--- src/verilog/trap_mon_macros.svh ---
// Trap monitor widths and counts

`ifndef TRAP_MON_MACROS_SVH
`define TRAP_MON_MACROS_SVH

// Width of the program counter and of the mepc CSR
`define TM_XLEN 32

// Number of synchronous causes that get their own mepc entry
// This also sets the width of every cause vector
`define TM_NUM_CAUSES 5

// Number of privilege rules, one error bit each
`define TM_NUM_PRIV_RULES 4

`endif

--- src/verilog/trap_mon_pkg.sv ---
// Trap monitor types
`default_nettype none

package trap_mon_pkg;

  // Privilege levels as the core encodes them
  // Only user and machine mode exist on this core
  typedef enum logic [1:0] {
    PRIV_U = 2'd0,
    PRIV_M = 2'd3
  } priv_lvl_e;

  // Tracked exception causes
  // The value is the index into the cause vectors of the monitor
  typedef enum logic [2:0] {
    CAUSE_BUS_FAULT = 3'd0,
    CAUSE_ILLEGAL   = 3'd1,
    CAUSE_EBREAK    = 3'd2,
    CAUSE_ECALL_U   = 3'd3,
    CAUSE_ECALL_M   = 3'd4
  } trap_cause_e;

  // mcause exception codes for the synchronous causes above
  typedef enum logic [4:0] {
    EXC_INSTR_BUS_FAULT = 5'd1,
    EXC_ILLEGAL         = 5'd2,
    EXC_BREAKPOINT      = 5'd3,
    EXC_ECALL_U         = 5'd8,
    EXC_ECALL_M         = 5'd11
  } exc_code_e;

  // Bit positions in the privilege error vector
  typedef enum logic [1:0] {
    RULE_CONSISTENT = 2'd0,
    RULE_TO_U       = 2'd1,
    RULE_TO_M       = 2'd2,
    RULE_TRAP_M     = 2'd3
  } priv_rule_e;

endpackage

`default_nettype wire

--- src/verilog/exc_classifier.sv ---
// Writeback exception classifier
`timescale 1ns/10ps
`default_nettype none

module exc_classifier import trap_mon_pkg::*; (
  input  logic        wb_valid_i,
  input  logic        wb_bus_err_i,
  input  logic        wb_illegal_i,
  input  logic        wb_ecall_i,
  input  logic        wb_ebreak_i,
  input  logic        irq_ack_i,
  input  logic        debug_mode_i,
  input  priv_lvl_e   priv_lvl_i,
  output logic        expect_vld_o,
  output trap_cause_e expect_cause_o
);

  // High when the instruction carries any synchronous exception at all
  logic any_exc;

  ////////////////////
  // Cause priority
  ////////////////////

  // A fetch bus error wins over everything the decoder reports
  // Illegal comes next, then ecall, and ebreak has the lowest priority
  always_comb begin
    any_exc        = 1'b1;
    expect_cause_o = CAUSE_BUS_FAULT;
    if (wb_bus_err_i) begin
      expect_cause_o = CAUSE_BUS_FAULT;
    end else if (wb_illegal_i) begin
      expect_cause_o = CAUSE_ILLEGAL;
    end else if (wb_ecall_i) begin
      // The ecall cause depends on the mode the ecall executed in
      expect_cause_o = (priv_lvl_i == PRIV_M) ? CAUSE_ECALL_M : CAUSE_ECALL_U;
    end else if (wb_ebreak_i) begin
      expect_cause_o = CAUSE_EBREAK;
    end else begin
      any_exc = 1'b0;
    end
  end

  // A taken interrupt replaces the instruction in writeback, so it never traps
  // In debug mode exceptions do not update mepc and nothing is expected
  assign expect_vld_o = wb_valid_i && any_exc && !irq_ack_i && !debug_mode_i;

endmodule

`default_nettype wire

--- src/verilog/first_pc_bank.sv ---
// First PC per cause
`timescale 1ns/10ps
`default_nettype none
`include "trap_mon_macros.svh"

module first_pc_bank import trap_mon_pkg::*; (
  input  logic                                     clk,
  input  logic                                     rst_ni,
  input  logic                                     cap_i,
  input  trap_cause_e                              cap_cause_i,
  input  logic [`TM_XLEN-1:0]                      cap_pc_i,
  output logic [`TM_NUM_CAUSES-1:0]                vld_o,
  output logic [`TM_NUM_CAUSES-1:0][`TM_XLEN-1:0]  pc_o
);

  logic [`TM_NUM_CAUSES-1:0]               vld_q;
  logic [`TM_NUM_CAUSES-1:0][`TM_XLEN-1:0] pc_q;
  // One-hot write enable for entries that are still empty
  logic [`TM_NUM_CAUSES-1:0]               cap_sel;

  always_comb begin
    for (int i = 0; i < `TM_NUM_CAUSES; i++) begin
      cap_sel[i] = cap_i && (int'(cap_cause_i) == i) && !vld_q[i];
    end
  end

  // Valid bits are sticky until reset
  always_ff @(posedge clk, negedge rst_ni) begin
    if (!rst_ni) begin
      vld_q <= '0;
    end else begin
      vld_q <= vld_q | cap_sel;
    end
  end

  // The PC is written once, together with the valid bit
  always_ff @(posedge clk) begin
    for (int i = 0; i < `TM_NUM_CAUSES; i++) begin
      if (cap_sel[i]) begin
        pc_q[i] <= cap_pc_i;
      end
    end
  end

  assign vld_o = vld_q;
  assign pc_o  = pc_q;

endmodule

`default_nettype wire

--- src/verilog/mepc_monitor.sv ---
// mepc against trapping PC
`timescale 1ns/10ps
`default_nettype none
`include "trap_mon_macros.svh"

module mepc_monitor import trap_mon_pkg::*; (
  input  logic                      clk,
  input  logic                      rst_ni,
  input  logic                      wb_valid_i,
  input  logic [`TM_XLEN-1:0]       wb_pc_i,
  input  logic                      wb_bus_err_i,
  input  logic                      wb_illegal_i,
  input  logic                      wb_ebreak_i,
  input  logic                      wb_ecall_i,
  input  logic                      irq_ack_i,
  input  logic                      debug_mode_i,
  input  priv_lvl_e                 priv_lvl_i,
  input  logic                      save_cause_i,
  input  logic                      save_irq_i,
  input  exc_code_e                 save_code_i,
  input  logic [`TM_XLEN-1:0]       mepc_n_i,
  output logic [`TM_NUM_CAUSES-1:0] mepc_err_o
);

  logic                                    expect_vld;
  trap_cause_e                             expect_cause;
  logic                                    save_known;
  logic                                    save_vld;
  trap_cause_e                             save_cause;
  logic [`TM_NUM_CAUSES-1:0]               exp_vld;
  logic [`TM_NUM_CAUSES-1:0]               act_vld;
  logic [`TM_NUM_CAUSES-1:0][`TM_XLEN-1:0] exp_pc;
  logic [`TM_NUM_CAUSES-1:0][`TM_XLEN-1:0] act_pc;
  logic [`TM_NUM_CAUSES-1:0]               mismatch;
  logic [`TM_NUM_CAUSES-1:0]               err_q;

  exc_classifier u_classifier (
    .wb_valid_i     (wb_valid_i),
    .wb_bus_err_i   (wb_bus_err_i),
    .wb_illegal_i   (wb_illegal_i),
    .wb_ecall_i     (wb_ecall_i),
    .wb_ebreak_i    (wb_ebreak_i),
    .irq_ack_i      (irq_ack_i),
    .debug_mode_i   (debug_mode_i),
    .priv_lvl_i     (priv_lvl_i),
    .expect_vld_o   (expect_vld),
    .expect_cause_o (expect_cause)
  );

  // Expected side records the PC of the first instruction that should trap
  first_pc_bank u_expected (
    .clk         (clk),
    .rst_ni      (rst_ni),
    .cap_i       (expect_vld),
    .cap_cause_i (expect_cause),
    .cap_pc_i    (wb_pc_i),
    .vld_o       (exp_vld),
    .pc_o        (exp_pc)
  );

  ////////////////////
  // Saved cause decode
  ////////////////////

  always_comb begin
    save_known = 1'b1;
    save_cause = CAUSE_BUS_FAULT;
    case (save_code_i)
      EXC_INSTR_BUS_FAULT: save_cause = CAUSE_BUS_FAULT;
      EXC_ILLEGAL:         save_cause = CAUSE_ILLEGAL;
      EXC_BREAKPOINT:      save_cause = CAUSE_EBREAK;
      EXC_ECALL_U:         save_cause = CAUSE_ECALL_U;
      EXC_ECALL_M:         save_cause = CAUSE_ECALL_M;
      default:             save_known = 1'b0;
    endcase
  end

  // Interrupt saves carry no exception PC and are left out
  assign save_vld = save_cause_i && !save_irq_i && save_known;

  // Actual side records the first mepc the core wrote for each cause
  first_pc_bank u_actual (
    .clk         (clk),
    .rst_ni      (rst_ni),
    .cap_i       (save_vld),
    .cap_cause_i (save_cause),
    .cap_pc_i    (mepc_n_i),
    .vld_o       (act_vld),
    .pc_o        (act_pc)
  );

  ////////////////////
  // Compare
  ////////////////////

  always_comb begin
    for (int i = 0; i < `TM_NUM_CAUSES; i++) begin
      mismatch[i] = exp_vld[i] && act_vld[i] && (exp_pc[i] != act_pc[i]);
    end
  end

  // Error bits stay set until reset
  always_ff @(posedge clk, negedge rst_ni) begin
    if (!rst_ni) begin
      err_q <= '0;
    end else begin
      err_q <= err_q | mismatch;
    end
  end

  assign mepc_err_o = err_q;

  // Any exception save must name one of the tracked synchronous causes
  a_save_code_known : assert property (@(posedge clk) disable iff (!rst_ni)
    (save_cause_i && !save_irq_i) |-> save_known);

endmodule

`default_nettype wire

--- src/verilog/step_monitor.sv ---
// Single-step retirement check
`timescale 1ns/10ps
`default_nettype none

module step_monitor (
  input  logic clk,
  input  logic rst_ni,
  input  logic step_i,
  input  logic debug_mode_i,
  input  logic wb_valid_i,
  input  logic irq_ack_i,
  output logic step_err_o
);

  // An interrupt was taken while stepping and debug mode is still ahead
  logic irq_taken_q;
  // One instruction has already retired in the current step
  logic one_ret_q;
  logic step_retire;
  logic err_q;

  ////////////////////
  // Interrupt suspend
  ////////////////////

  // The handler's first instruction may retire as well, so the check pauses
  // until the core reaches debug mode
  always_ff @(posedge clk, negedge rst_ni) begin
    if (!rst_ni) begin
      irq_taken_q <= 1'b0;
    end else if (irq_ack_i) begin
      irq_taken_q <= 1'b1;
    end else if (debug_mode_i) begin
      irq_taken_q <= 1'b0;
    end
  end

  ////////////////////
  // Retirement count
  ////////////////////

  // A retirement that counts against the one allowed per step
  assign step_retire = wb_valid_i && step_i && !debug_mode_i && !irq_taken_q;

  always_ff @(posedge clk, negedge rst_ni) begin
    if (!rst_ni) begin
      one_ret_q <= 1'b0;
      err_q     <= 1'b0;
    end else begin
      // Entering debug mode or leaving step mode starts a fresh step
      if (debug_mode_i || !step_i) begin
        one_ret_q <= 1'b0;
      end else if (step_retire) begin
        one_ret_q <= 1'b1;
      end
      // A second retirement in the same step is the violation
      if (step_retire && one_ret_q) begin
        err_q <= 1'b1;
      end
    end
  end

  assign step_err_o = err_q;

  // The core acknowledges an interrupt instead of retiring, never alongside
  a_no_irq_with_retire : assert property (@(posedge clk) disable iff (!rst_ni)
    (step_i && !debug_mode_i) |-> !(irq_ack_i && wb_valid_i));

endmodule

`default_nettype wire

--- src/verilog/priv_monitor.sv ---
// Privilege level rules
`timescale 1ns/10ps
`default_nettype none
`include "trap_mon_macros.svh"

module priv_monitor import trap_mon_pkg::*; (
  input  logic                          clk,
  input  logic                          rst_ni,
  input  priv_lvl_e                     priv_lvl_i,
  input  priv_lvl_e                     priv_lvl_if_i,
  input  priv_lvl_e                     mstatus_mpp_i,
  input  logic                          mret_id_i,
  input  logic                          mret_ex_i,
  input  logic                          mret_wb_i,
  input  logic                          trap_set_i,
  input  logic                          mret_set_i,
  input  logic                          kill_if_i,
  input  logic                          debug_mode_i,
  output logic [`TM_NUM_PRIV_RULES-1:0] priv_err_o
);

  // Previous fetch level, for detecting a change
  priv_lvl_e                      priv_lvl_if_q;
  // Low in the first cycle after reset, where no previous level exists
  logic                           started_q;
  logic                           if_changed;
  logic                           mret_in_pipe;
  logic [`TM_NUM_PRIV_RULES-1:0]  viol;
  logic [`TM_NUM_PRIV_RULES-1:0]  err_q;

  always_ff @(posedge clk, negedge rst_ni) begin
    if (!rst_ni) begin
      priv_lvl_if_q <= PRIV_M;
      started_q     <= 1'b0;
    end else begin
      priv_lvl_if_q <= priv_lvl_if_i;
      started_q     <= 1'b1;
    end
  end

  assign if_changed   = started_q && (priv_lvl_if_i != priv_lvl_if_q);
  assign mret_in_pipe = mret_id_i || mret_ex_i || mret_wb_i;

  ////////////////////
  // Rules
  ////////////////////

  always_comb begin
    // MRET in ID switches the fetch level early, and the current level
    // follows only when it retires
    viol[RULE_CONSISTENT] = (priv_lvl_if_i != priv_lvl_i) && !mret_in_pipe;
    // Dropping to user mode is only done by an MRET with mpp set to U
    viol[RULE_TO_U] = if_changed && (priv_lvl_if_i == PRIV_U) &&
                      !(mret_id_i && (mstatus_mpp_i == PRIV_U));
    // Rising to machine mode needs a trap, or a fetch kill restoring M
    viol[RULE_TO_M] = if_changed && (priv_lvl_if_i == PRIV_M) &&
                      !(trap_set_i || kill_if_i);
    // Traps fetch in M, and an MRET jump fetches in the mpp level
    viol[RULE_TRAP_M] = (trap_set_i && !debug_mode_i && (priv_lvl_if_i != PRIV_M)) ||
                        (mret_set_i && (priv_lvl_if_i != mstatus_mpp_i));
  end

  always_ff @(posedge clk, negedge rst_ni) begin
    if (!rst_ni) begin
      err_q <= '0;
    end else begin
      err_q <= err_q | viol;
    end
  end

  assign priv_err_o = err_q;

  // The controller sets the PC from one source at a time
  a_trap_mret_excl : assert property (@(posedge clk) disable iff (!rst_ni)
    !(trap_set_i && mret_set_i));

endmodule

`default_nettype wire

--- src/verilog/core_trap_monitor.sv ---
// Core trap and privilege monitor
`timescale 1ns/10ps
`default_nettype none
`include "trap_mon_macros.svh"

module core_trap_monitor import trap_mon_pkg::*; (
  input  logic                          clk,
  input  logic                          rst_ni,
  // Writeback stage
  input  logic                          wb_valid_i,
  input  logic [`TM_XLEN-1:0]           wb_pc_i,
  input  logic                          wb_bus_err_i,
  input  logic                          wb_illegal_i,
  input  logic                          wb_ebreak_i,
  input  logic                          wb_ecall_i,
  input  logic                          irq_ack_i,
  // CSR save of mcause and mepc
  input  logic                          save_cause_i,
  input  logic                          save_irq_i,
  input  exc_code_e                     save_code_i,
  input  logic [`TM_XLEN-1:0]           mepc_n_i,
  // Debug and stepping
  input  logic                          step_i,
  input  logic                          debug_mode_i,
  // Privilege
  input  priv_lvl_e                     priv_lvl_i,
  input  priv_lvl_e                     priv_lvl_if_i,
  input  priv_lvl_e                     mstatus_mpp_i,
  input  logic                          mret_id_i,
  input  logic                          mret_ex_i,
  input  logic                          mret_wb_i,
  input  logic                          trap_set_i,
  input  logic                          mret_set_i,
  input  logic                          kill_if_i,
  output logic [`TM_NUM_CAUSES-1:0]     mepc_err_o,
  output logic                          step_err_o,
  output logic [`TM_NUM_PRIV_RULES-1:0] priv_err_o
);

  mepc_monitor u_mepc (
    .clk          (clk),
    .rst_ni       (rst_ni),
    .wb_valid_i   (wb_valid_i),
    .wb_pc_i      (wb_pc_i),
    .wb_bus_err_i (wb_bus_err_i),
    .wb_illegal_i (wb_illegal_i),
    .wb_ebreak_i  (wb_ebreak_i),
    .wb_ecall_i   (wb_ecall_i),
    .irq_ack_i    (irq_ack_i),
    .debug_mode_i (debug_mode_i),
    .priv_lvl_i   (priv_lvl_i),
    .save_cause_i (save_cause_i),
    .save_irq_i   (save_irq_i),
    .save_code_i  (save_code_i),
    .mepc_n_i     (mepc_n_i),
    .mepc_err_o   (mepc_err_o)
  );

  step_monitor u_step (
    .clk          (clk),
    .rst_ni       (rst_ni),
    .step_i       (step_i),
    .debug_mode_i (debug_mode_i),
    .wb_valid_i   (wb_valid_i),
    .irq_ack_i    (irq_ack_i),
    .step_err_o   (step_err_o)
  );

  priv_monitor u_priv (
    .clk           (clk),
    .rst_ni        (rst_ni),
    .priv_lvl_i    (priv_lvl_i),
    .priv_lvl_if_i (priv_lvl_if_i),
    .mstatus_mpp_i (mstatus_mpp_i),
    .mret_id_i     (mret_id_i),
    .mret_ex_i     (mret_ex_i),
    .mret_wb_i     (mret_wb_i),
    .trap_set_i    (trap_set_i),
    .mret_set_i    (mret_set_i),
    .kill_if_i     (kill_if_i),
    .debug_mode_i  (debug_mode_i),
    .priv_err_o    (priv_err_o)
  );

endmodule

`default_nettype wire

--- config.mk ---
export PLATFORM = sky130hd
export DESIGN_NAME = core_trap_monitor
export DESIGN_NICKNAME = d
export VERILOG_FILES = /design/src/verilog/trap_mon_pkg.sv /design/src/verilog/exc_classifier.sv /design/src/verilog/first_pc_bank.sv /design/src/verilog/mepc_monitor.sv /design/src/verilog/step_monitor.sv /design/src/verilog/priv_monitor.sv /design/src/verilog/core_trap_monitor.sv
export VERILOG_INCLUDE_DIRS = /design/src /design/src/verilog
export SDC_FILE = /design/constraint.sdc
export NUM_CORES = 1
export LEC_CHECK = 0
export ABC_CLOCK_PERIOD_IN_PS = 4900
export BUFFER_PORTS_ARGS = -buffer_cell sky130_fd_sc_hd__buf_2
export CORE_AREA = 2 2 169 171
export CTS_CLUSTER_SIZE = 10
export DETAILED_ROUTE_END_ITERATION = 10
export DIE_AREA = 0 0 171 173
export GPL_TIMING_DRIVEN = 0
export SLEW_MARGIN = 20
export SYNTH_ARGS = -nofsm -noshare
export SYNTH_HDL_FRONTEND = slang
export SYNTH_SLANG_ARGS = --single-unit
--- constraint.sdc ---
create_clock -name clk -period 4.9 [get_ports clk]
set_clock_uncertainty 0.05 [all_clocks]
set_input_delay 0.49 -clock clk [delete_from_list [all_inputs] [get_ports clk]]
set_output_delay 0.49 -clock clk [all_outputs]
set_load 0.005 [all_outputs]
# Yosys cells after proc, flatten, opt, wreduce, memory -nomap -nowiden
# Index checks and enable logic that the tools add are counted.
# totals
out_inout_bits	10
elab_cells	141
regBits	345
# classes
eq_ne	24
mux	15
reduce_logical	79
bitwise	4
# ops
op	count
$ne 32x32->1	5
$logic_and 1x1->1	49
$eq 3x3->1 const B	6
$logic_not 1->1	18
$or 5x5->5	3
$mux 3	4
$pmux 3 s4	1
$eq 5x2->1 const B	2
$eq 5x4->1 const B	2
$mux 1	9
$eq 3x2->1 const B	2
$logic_not 3->1	2
$ne 2x2->1	3
$eq 5x1->1 const B	1
$logic_or 1x1->1	5
$reduce_or 5->1	1
$eq 2x2->1 const B	2
$logic_not 2->1	2
$or 4x4->4	1
$reduce_bool 2->1	2
$mux 2	1
$ne 2x2->1 const B	1

# Depth between registers and ports, before layout
# Gate-level depths: netlist (run 1).
# depth
depth_word	10
mapped_depth	5
mapped_depth_nobuf	5

# By module
# Synthesis (run 1) repeated with hierarchy kept, for this count alone.
# unflattened
hier_cells	648
area_unflattened_um2	12554.5
# by_module_without_submodules
module	cells_per_inst	instances	seq_area_each_um2	area_per_inst_um2
first_pc_bank	182	2	4929.7	5038.6
mepc_monitor	238	1	125.1	1974.4
priv_monitor	27	1	177.7	296.5
step_monitor	11	1	75.1	126.4
exc_classifier	8	1	0.0	80.1

# Least setup slack after synthesis (run 1)
# No wires, ideal clock.
# synth_path
kind	input port to flip-flop
startpoint	input save_irq_i
endpoint	register u_mepc.u_actual.pc_q (netlist bit u_mepc.u_actual.pc_o[100]) (enable)
path_stages	4
arrival_ns	4.215
required_time_ns	4.345
path_slack_ns	0.130
cell_sequence	nor4b_2 -> nor2b_1 -> nand3b_1 -> nor4_1
# synth_via
elab_chain_cells	5
# synth_rtl
element	line	source
start, declared	core_trap_monitor.sv:19	input logic save_irq_i,
$logic_not 1->1	mepc_monitor.sv:79	assign save_vld = save_cause_i && !save_irq_i && save_known;
$logic_and 1x1->1 (2 in a row)	mepc_monitor.sv:79	
$logic_and 1x1->1 (2 in a row)	first_pc_bank.sv:23	cap_sel[i] = cap_i && (int'(cap_cause_i) == i) && !vld_q[i];
net u_mepc.u_actual.cap_sel[3]	first_pc_bank.sv:19	logic [`TM_NUM_CAUSES-1:0] cap_sel;
end signal, assigned by index	first_pc_bank.sv:40	pc_q[i] <= cap_pc_i;
end, declared	first_pc_bank.sv:17	logic [`TM_NUM_CAUSES-1:0][`TM_XLEN-1:0] pc_q;
# The timed path passes the listed nets, and every way through them passes these cells.
# A chain may end at the register's enable or synchronous reset.

# Worst setup path after layout (run 1)
# layout_path
startpoint	input save_irq_i
endpoint	register u_mepc.u_actual.pc_q (netlist bit u_mepc.u_actual.pc_o[112]) (enable)
# Same word-level chain as after synthesis.

==> results.json, run 1 <==
{
  "status": "finished, final reports clean",
  "synth_warnings": 0,
  "routedLengthMet1_um": 10400,
  "finalPower_mw": 5.93,
  "required_ps": 5060,
  "vdd_drop_max_uv": 242,
  "drc": 0,
  "drv_cap": 0,
  "worstMarginPinSlew_ps": 884,
  "leakagePower_nw": 4.76,
  "start_kind": "primary input",
  "clk_latency_ps": 510,
  "cp_cell_sequence": "buf_2, nor4b_2, nor2b_1, nand3b_1, nor4_2, buf_2, buf_2, buf_2",
  "via_per_inst": 4.96,
  "syn_area_um2": 12400,
  "critPathTopFamily": "simple AND/OR/NAND/NOR gates",
  "port-buffer-count": 102,
  "rows": 61,
  "worst-setup-path-type": "primary input to flop",
  "num_vias": 5882,
  "grt_max_degree": 26,
  "die_h_um": 173,
  "cts_sinks": 345,
  "drt-pass1-iter-count": 4,
  "dpl-instance-area_um2": 13700,
  "core_um2": 27600,
  "most-common-layout-cells": "edfxtp_1, xnor2_1, buf_2",
  "synthArstFlopShare_pct": 7.25,
  "fin_crit_ps": 2690,
  "wl_met2_um": 12000,
  "filler_cell_count": 2181,
  "met3WireLength_um": 1700,
  "io_pins": 103,
  "fmax_mhz": 372,
  "hpwlAfterDp_um": 17400,
  "end_kind": "flop",
  "setup_viol": 0,
  "first_iter_violations": 449,
  "die_w_um": 171,
  "power.density_nw_per_um2": 400,
  "root_buffer": "clkbuf_16",
  "cts_tree": "built",
  "fin_crit_sh_pct": 54.8,
  "htreeDepth": 2,
  "crit_fanout": 6,
  "synth-edff-count": 320,
  "grt_first_pass_wirelength_um": 36800,
  "rsz0062_at_grt": "false",
  "cts_inserted_buffers": 40,
  "ant_nets": 0,
  "grt_pass1_vias": 6237,
  "cts.clk_slew.worst_paths_ps": 50,
  "antenna_found_initial": 4,
  "ys_seq_area_share_pct": 82.6,
  "area_growth_pct": 19.7,
  "topRoutingLayerUsed": "met5",
  "synthFlopType": "edfxtp_1",
  "yosysUniqueCellTypes": 30,
  "cts_resized": 0,
  "final_common_cell": "edfxtp_1",
  "crit_path_frequent_cell": "buf_2",
  "synth.avg_cell_area_um2": 19.7,
  "gp_congestion": 0.778,
  "syn_nets": 721,
  "dieArea_um2": 29600,
  "drive_gt1_share_pct": 23.1,
  "start_util_pct": 44.9,
  "wire_per_inst_um": 20.8,
  "grt-ovfl-total": 0,
  "syn_inst": 628,
  "slew-limit-headroom_pct": 40.6,
  "drt_wl_total_um": 24600,
  "arrival_ps": 2840,
  "hold_viol_final": 0,
  "cts_buffer_depth": 3,
  "slowest_stage": "nor4_2",
  "synth_seq_cells": 345,
  "final_cell_area_um2": 14800,
  "cpPeakStageDelay_ps": 680,
  "grt_usage_pct": 16.9,
  "critical_path_buf_inv_count": 4,
  "hold_path.class": "primary input to flop",
  "final_nets": 889,
  "maxSlewViolCount": 0
}
-- state kept, by name, summed over array words and instances (netlist names) --
signal / cells
u_mepc.u_expected.pc_o: 160
u_mepc.u_expected.vld_o: 5
u_priv.priv_err_o: 4
u_step.step_err_o: 1
u_priv.started_q: 1
u_step.one_ret_q: 1
u_mepc.mepc_err_o: 5
u_mepc.u_actual.vld_o: 5
u_step.irq_taken_q: 1
u_priv.priv_lvl_if_q: 2
u_mepc.u_actual.pc_o: 160
-- cell usage after synthesis, types with 3 or more instances --
library cell / instances / share of area [%]
edfxtp_1: 320 / 78
xnor2_1: 162 / 11
nand4_1: 42 / 2.1
dfrtp_1: 23 / 4.6
nor4_1: 12 / 0.61
nand2_1: 11 / 0.33
nand2b_1: 9 / 0.45
nor2_1: 9 / 0.27
a31o_2: 5 / 0.35
inv_1: 4 / 0.12
xor2_1: 4 / 0.28
nand3b_1: 3 / 0.18
nor2b_1: 3 / 0.15
-- final timing paths --
path                            cells after the start                             endpoint  slack [ps]                                from
max in group asynchronous                           2    u_priv.priv_lvl_if_q[0]$_DFF_PN1_        3980                              rst_ni
worst min-delay path                                1    u_priv.priv_lvl_if_q[1]$_DFF_PN1_          90                    priv_lvl_if_i[1]
min in group asynchronous                           2       u_mepc.mepc_err_o[3]$_DFF_PN0_         450                              rst_ni
worst max register to register                      4  u_mepc.u_actual.pc_o[112]$_DFFE_PP_        2580  u_mepc.u_actual.vld_o[3]$_DFF_PN0_
worst max-delay path                                8  u_mepc.u_actual.pc_o[112]$_DFFE_PP_        2210                          save_irq_i
worst min register to register                      1        u_step.step_err_o$_DFFE_PN0P_         420       u_step.step_err_o$_DFFE_PN0P_
-- through the flow --
| stage | std cells | hold WS (ps) | util, % | setup TNS (ps) | worst slack, ps |
|---|---|---|---|---|---|
| finish | 1187 | 90.7 | 53.7 | 0 | 2210 |
| global route | 1184 | 78.6 | 53.7 | 0 | 2070 |
| CTS | 1183 | 69.3 | 53.7 | 0 | 2230 |
| detailed placement | 1131 | 408 | 49.7 | 0 | 1710 |
| global placement | 1108 | 396 | 48.4 | -204600 | -3380 |
| floorplan | 628 | 144 | - | 0 | 130 |
-- cells by family after synthesis --
family | share of synthesized area [%]
simple gates | 4.60
xor+xnor | 11.7
flops | 82.6
compound gates | 0.939
buf+inv | 0.121
other cells | 0.0302
-- where the power goes --
group	leakage, nW	internal, mW	switching [mW]	total (mW)
combinational	1.09	0.0634	0.0791	0.142
clock	0.523	1.51	0.990	2.50
sequential	3.15	3.26	0.0296	3.29
total	4.76	4.83	1.10	5.93
-- repair_timing --
action                                 CTS  global route
endpoints found under the hold margin   23             0
hold buffers                             1             0
buffers inserted                         0             0
-- cell type report --
cell class,instances,area (µm²),share of cell area [%]
well taps,378,473,3.19
diodes,4,10.0,0.0675
repair buffers,126,808,5.45
inverters,4,15.0,0.101
flip-flops and latches,345,10200,69.0
clock buffers,51,1070,7.24
multi-input cells,279,2220,14.9
-- routing by layer --
metal	vias to the layer above	track usage, %
li1	2729	-
met1	2929	22.4
met5	-	0
met4	2	4.59
met2	173	27.8
met3	49	4.42
(Power assumes the default switching activity.)
==> run 2, diff against run 1 <==
Settings changed: ABC_CLOCK_PERIOD_IN_PS 4900 to 2350.
Clock period 4.9 ns to 2.35 ns, I/O delays scaled along.
==> run 2 against run 1 <==
Effect of this change: flip-flop and latch count did not move; sequential power is 110% higher; sequential share of layout area fell by 3.5 points; first-iteration DRC count rose by 13%; combinational power grew to 2.8 times the previous value; non-clock buffer count is 71 higher; critical endpoint is now u_mepc.u_expected.pc_o[98]$_DFFE_PP_; highest routed layer unchanged.
==> results.json, run 2 (synthesis gave the netlist of run 1 again) <==
{
  "drv_cap": 0,
  "start_kind": "primary input",
  "final_common_cell": "edfxtp_1",
  "cp_cell_sequence": "dlygate4sd3_1, buf_2, nor3b_1, nand3_1, nor2_4, buf_12",
  "dieArea_um2": 29600,
  "grt_first_pass_wirelength_um": 38300,
  "required_ps": 2500,
  "drt-pass1-iter-count": 4,
  "die_h_um": 173,
  "antenna_found_initial": 2,
  "rsz0062_at_grt": "false",
  "grt_max_degree": 26,
  "hpwlAfterDp_um": 17700,
  "fmax_mhz": 453,
  "port-buffer-count": 102,
  "finalPower_mw": 12.5,
  "worstHoldStart": "wb_ebreak_i",
  "critPathTopFamily": "simple AND/OR/NAND/NOR gates",
  "fin_crit_sh_pct": 94.0,
  "cp-startpoint": "wb_bus_err_i",
  "grt-ovfl-total": 0,
  "multi_input_area_um2": 2250,
  "worst-setup-path-type": "primary input to flop",
  "p_int_mw": 10.1,
  "arrival_ps": 2360,
  "register_area_um2": 10200,
  "die_w_um": 171,
  "slowest_stage": "nor2_4",
  "p_seq_share_pct": 55.1,
  "p_switching_mw": 2.34,
  "gp_congestion": 0.761,
  "p_comb_share_pct": 3.2,
  "fin_cells": 1255,
  "first_iter_violations": 508,
  "final_nets": 960,
  "slew-limit-headroom_pct": 48.9,
  "drt_wl_total_um": 25500,
  "cts_inserted_buffers": 40,
  "dp_cells": 1125,
  "start_util_pct": 44.9,
  "htreeDepth": 2,
  "io_pins": 103,
  "cts_tree": "built",
  "drc": 0,
  "clockPowerShare_pct": 41.7,
  "status": "finished, final reports clean",
  "clk_latency_ps": 510,
  "core_um2": 27600,
  "via_per_inst": 4.94,
  "wire_per_inst_um": 20.3,
  "cts_sinks": 345,
  "cpPeakStageDelay_ps": 580,
  "cts_buffer_depth": 3,
  "drive_gt1_share_pct": 20.7,
  "vdd_drop_max_uv": 492,
  "grt_pass1_vias": 6831,
  "end_kind": "flop",
  "fin_crit_ps": 2210,
  "setup_viol": 0,
  "grt_usage_pct": 17.6,
  "filler_cell_count": 2084,
  "dpl-instance-area_um2": 13800,
  "num_vias": 6194,
  "maxSlewViolCount": 0,
  "leakagePower_nw": 5.05,
  "crit_fanout": 19,
  "root_buffer": "clkbuf_16",
  "cts_resized": 0,
  "rows": 61,
  "hold_viol_final": 0,
  "switching_share_pct": 18.8,
  "cts.clk_slew.worst_paths_ps": 50,
  "hold_path.class": "primary input to flop",
  "ant_nets": 0,
  "critical_path_buf_inv_count": 3,
  "most-common-layout-cells": "edfxtp_1, xnor2_1, buf_2",
  "worstMarginPinSlew_ps": 764,
  "timing.rr.start": "u_mepc.u_actual.pc_o[132]$_DFFE_PP_",
  "final_cell_area_um2": 15600,
  "power.density_nw_per_um2": 797,
  "area_growth_pct": 26.0
}
-- run 2: changes by cell type in the layout (fill, tap and decap cells not counted), moves of 2 or more --
cell           delta
dlygate4sd3_1    +77
nor4_4            +2
buf_2            -12
buf_6             +6
diode_2           -3
nor4_2            -2
-- run 2: final cells by class --
cell class | instances | area share (%)
Antenna cell | 1 | 0.0160
Tap cell | 378 | 3.03
Inverter | 4 | 0.0961
Multi-Input combinational cell | 279 | 14.4
Sequential cell | 345 | 65.5
Timing Repair Buffer | 197 | 10.2
Clock inverter | 1 | 0.0320
Clock buffer | 50 | 6.78
-- run 2: per-layer routing --
layer | share of wire, % | global-route usage (%) | up-vias
met2 | 50 | 30.0 | 179
met1 | 42 | 22.5 | 3113
met3 | 5.2 | 3.23 | 48
met5 | 0.051 | 0 | -
li1 | - | - | 2852
met4 | 2.7 | 6.21 | 2
-- run 2: worst paths after layout --
check	endpoint	slack (ps)	cells past startpoint
max	u_mepc.u_expected.pc_o[98]$_DFFE_PP_	140	6
min	u_mepc.u_expected.vld_o[2]$_DFF_PN0_	20	3
max reg2reg	u_mepc.mepc_err_o[4]$_DFF_PN0_	230	5
min reg2reg	u_priv.priv_err_o[0]$_DFF_PN0_	410	1
max in group asynchronous	u_priv.priv_lvl_if_q[0]$_DFF_PN1_	1680	2
min in group asynchronous	u_priv.priv_err_o[2]$_DFF_PN0_	200	2
-- run 2: stage by stage --
step                worst slack [ps]  hold slack (ps)  util [%]  TNS [ps]
finish                           141             21.8      56.6         0
global placement               -1370              186      48.7   -284270
CTS                              127             2.41      56.5         0
detailed placement              -154              205      49.9     -5780
global route                    4.19             41.5      56.6         0
floorplan                      -40.0             -111         -     -1280
-- run 2: power groups by stage --
stage                     Sequential [mW]  Clock [mW]  Combinational, mW
final                                6.86        5.20              0.401
after global routing                 6.86        5.56              0.439
after floorplan                      6.96           0             0.0851
after detailed placement             6.98           0              0.306
after CTS                            6.86        5.32              0.405
after global placement               6.97           0              0.279
-- run 2: repair_timing --
| item | 4_1_cts | 5_1_grt |
|---|---|---|
| buffers inserted | 0 | 0 |
| hold buffers | 78 | 0 |
| endpoints found under the hold margin | 352 | 0 |
-- run 2: worst min-delay path: cells and delay by family --
kind,cells,cell delay [ps]
buffers and inverters,1,80
AND/OR/NAND/NOR,2,230
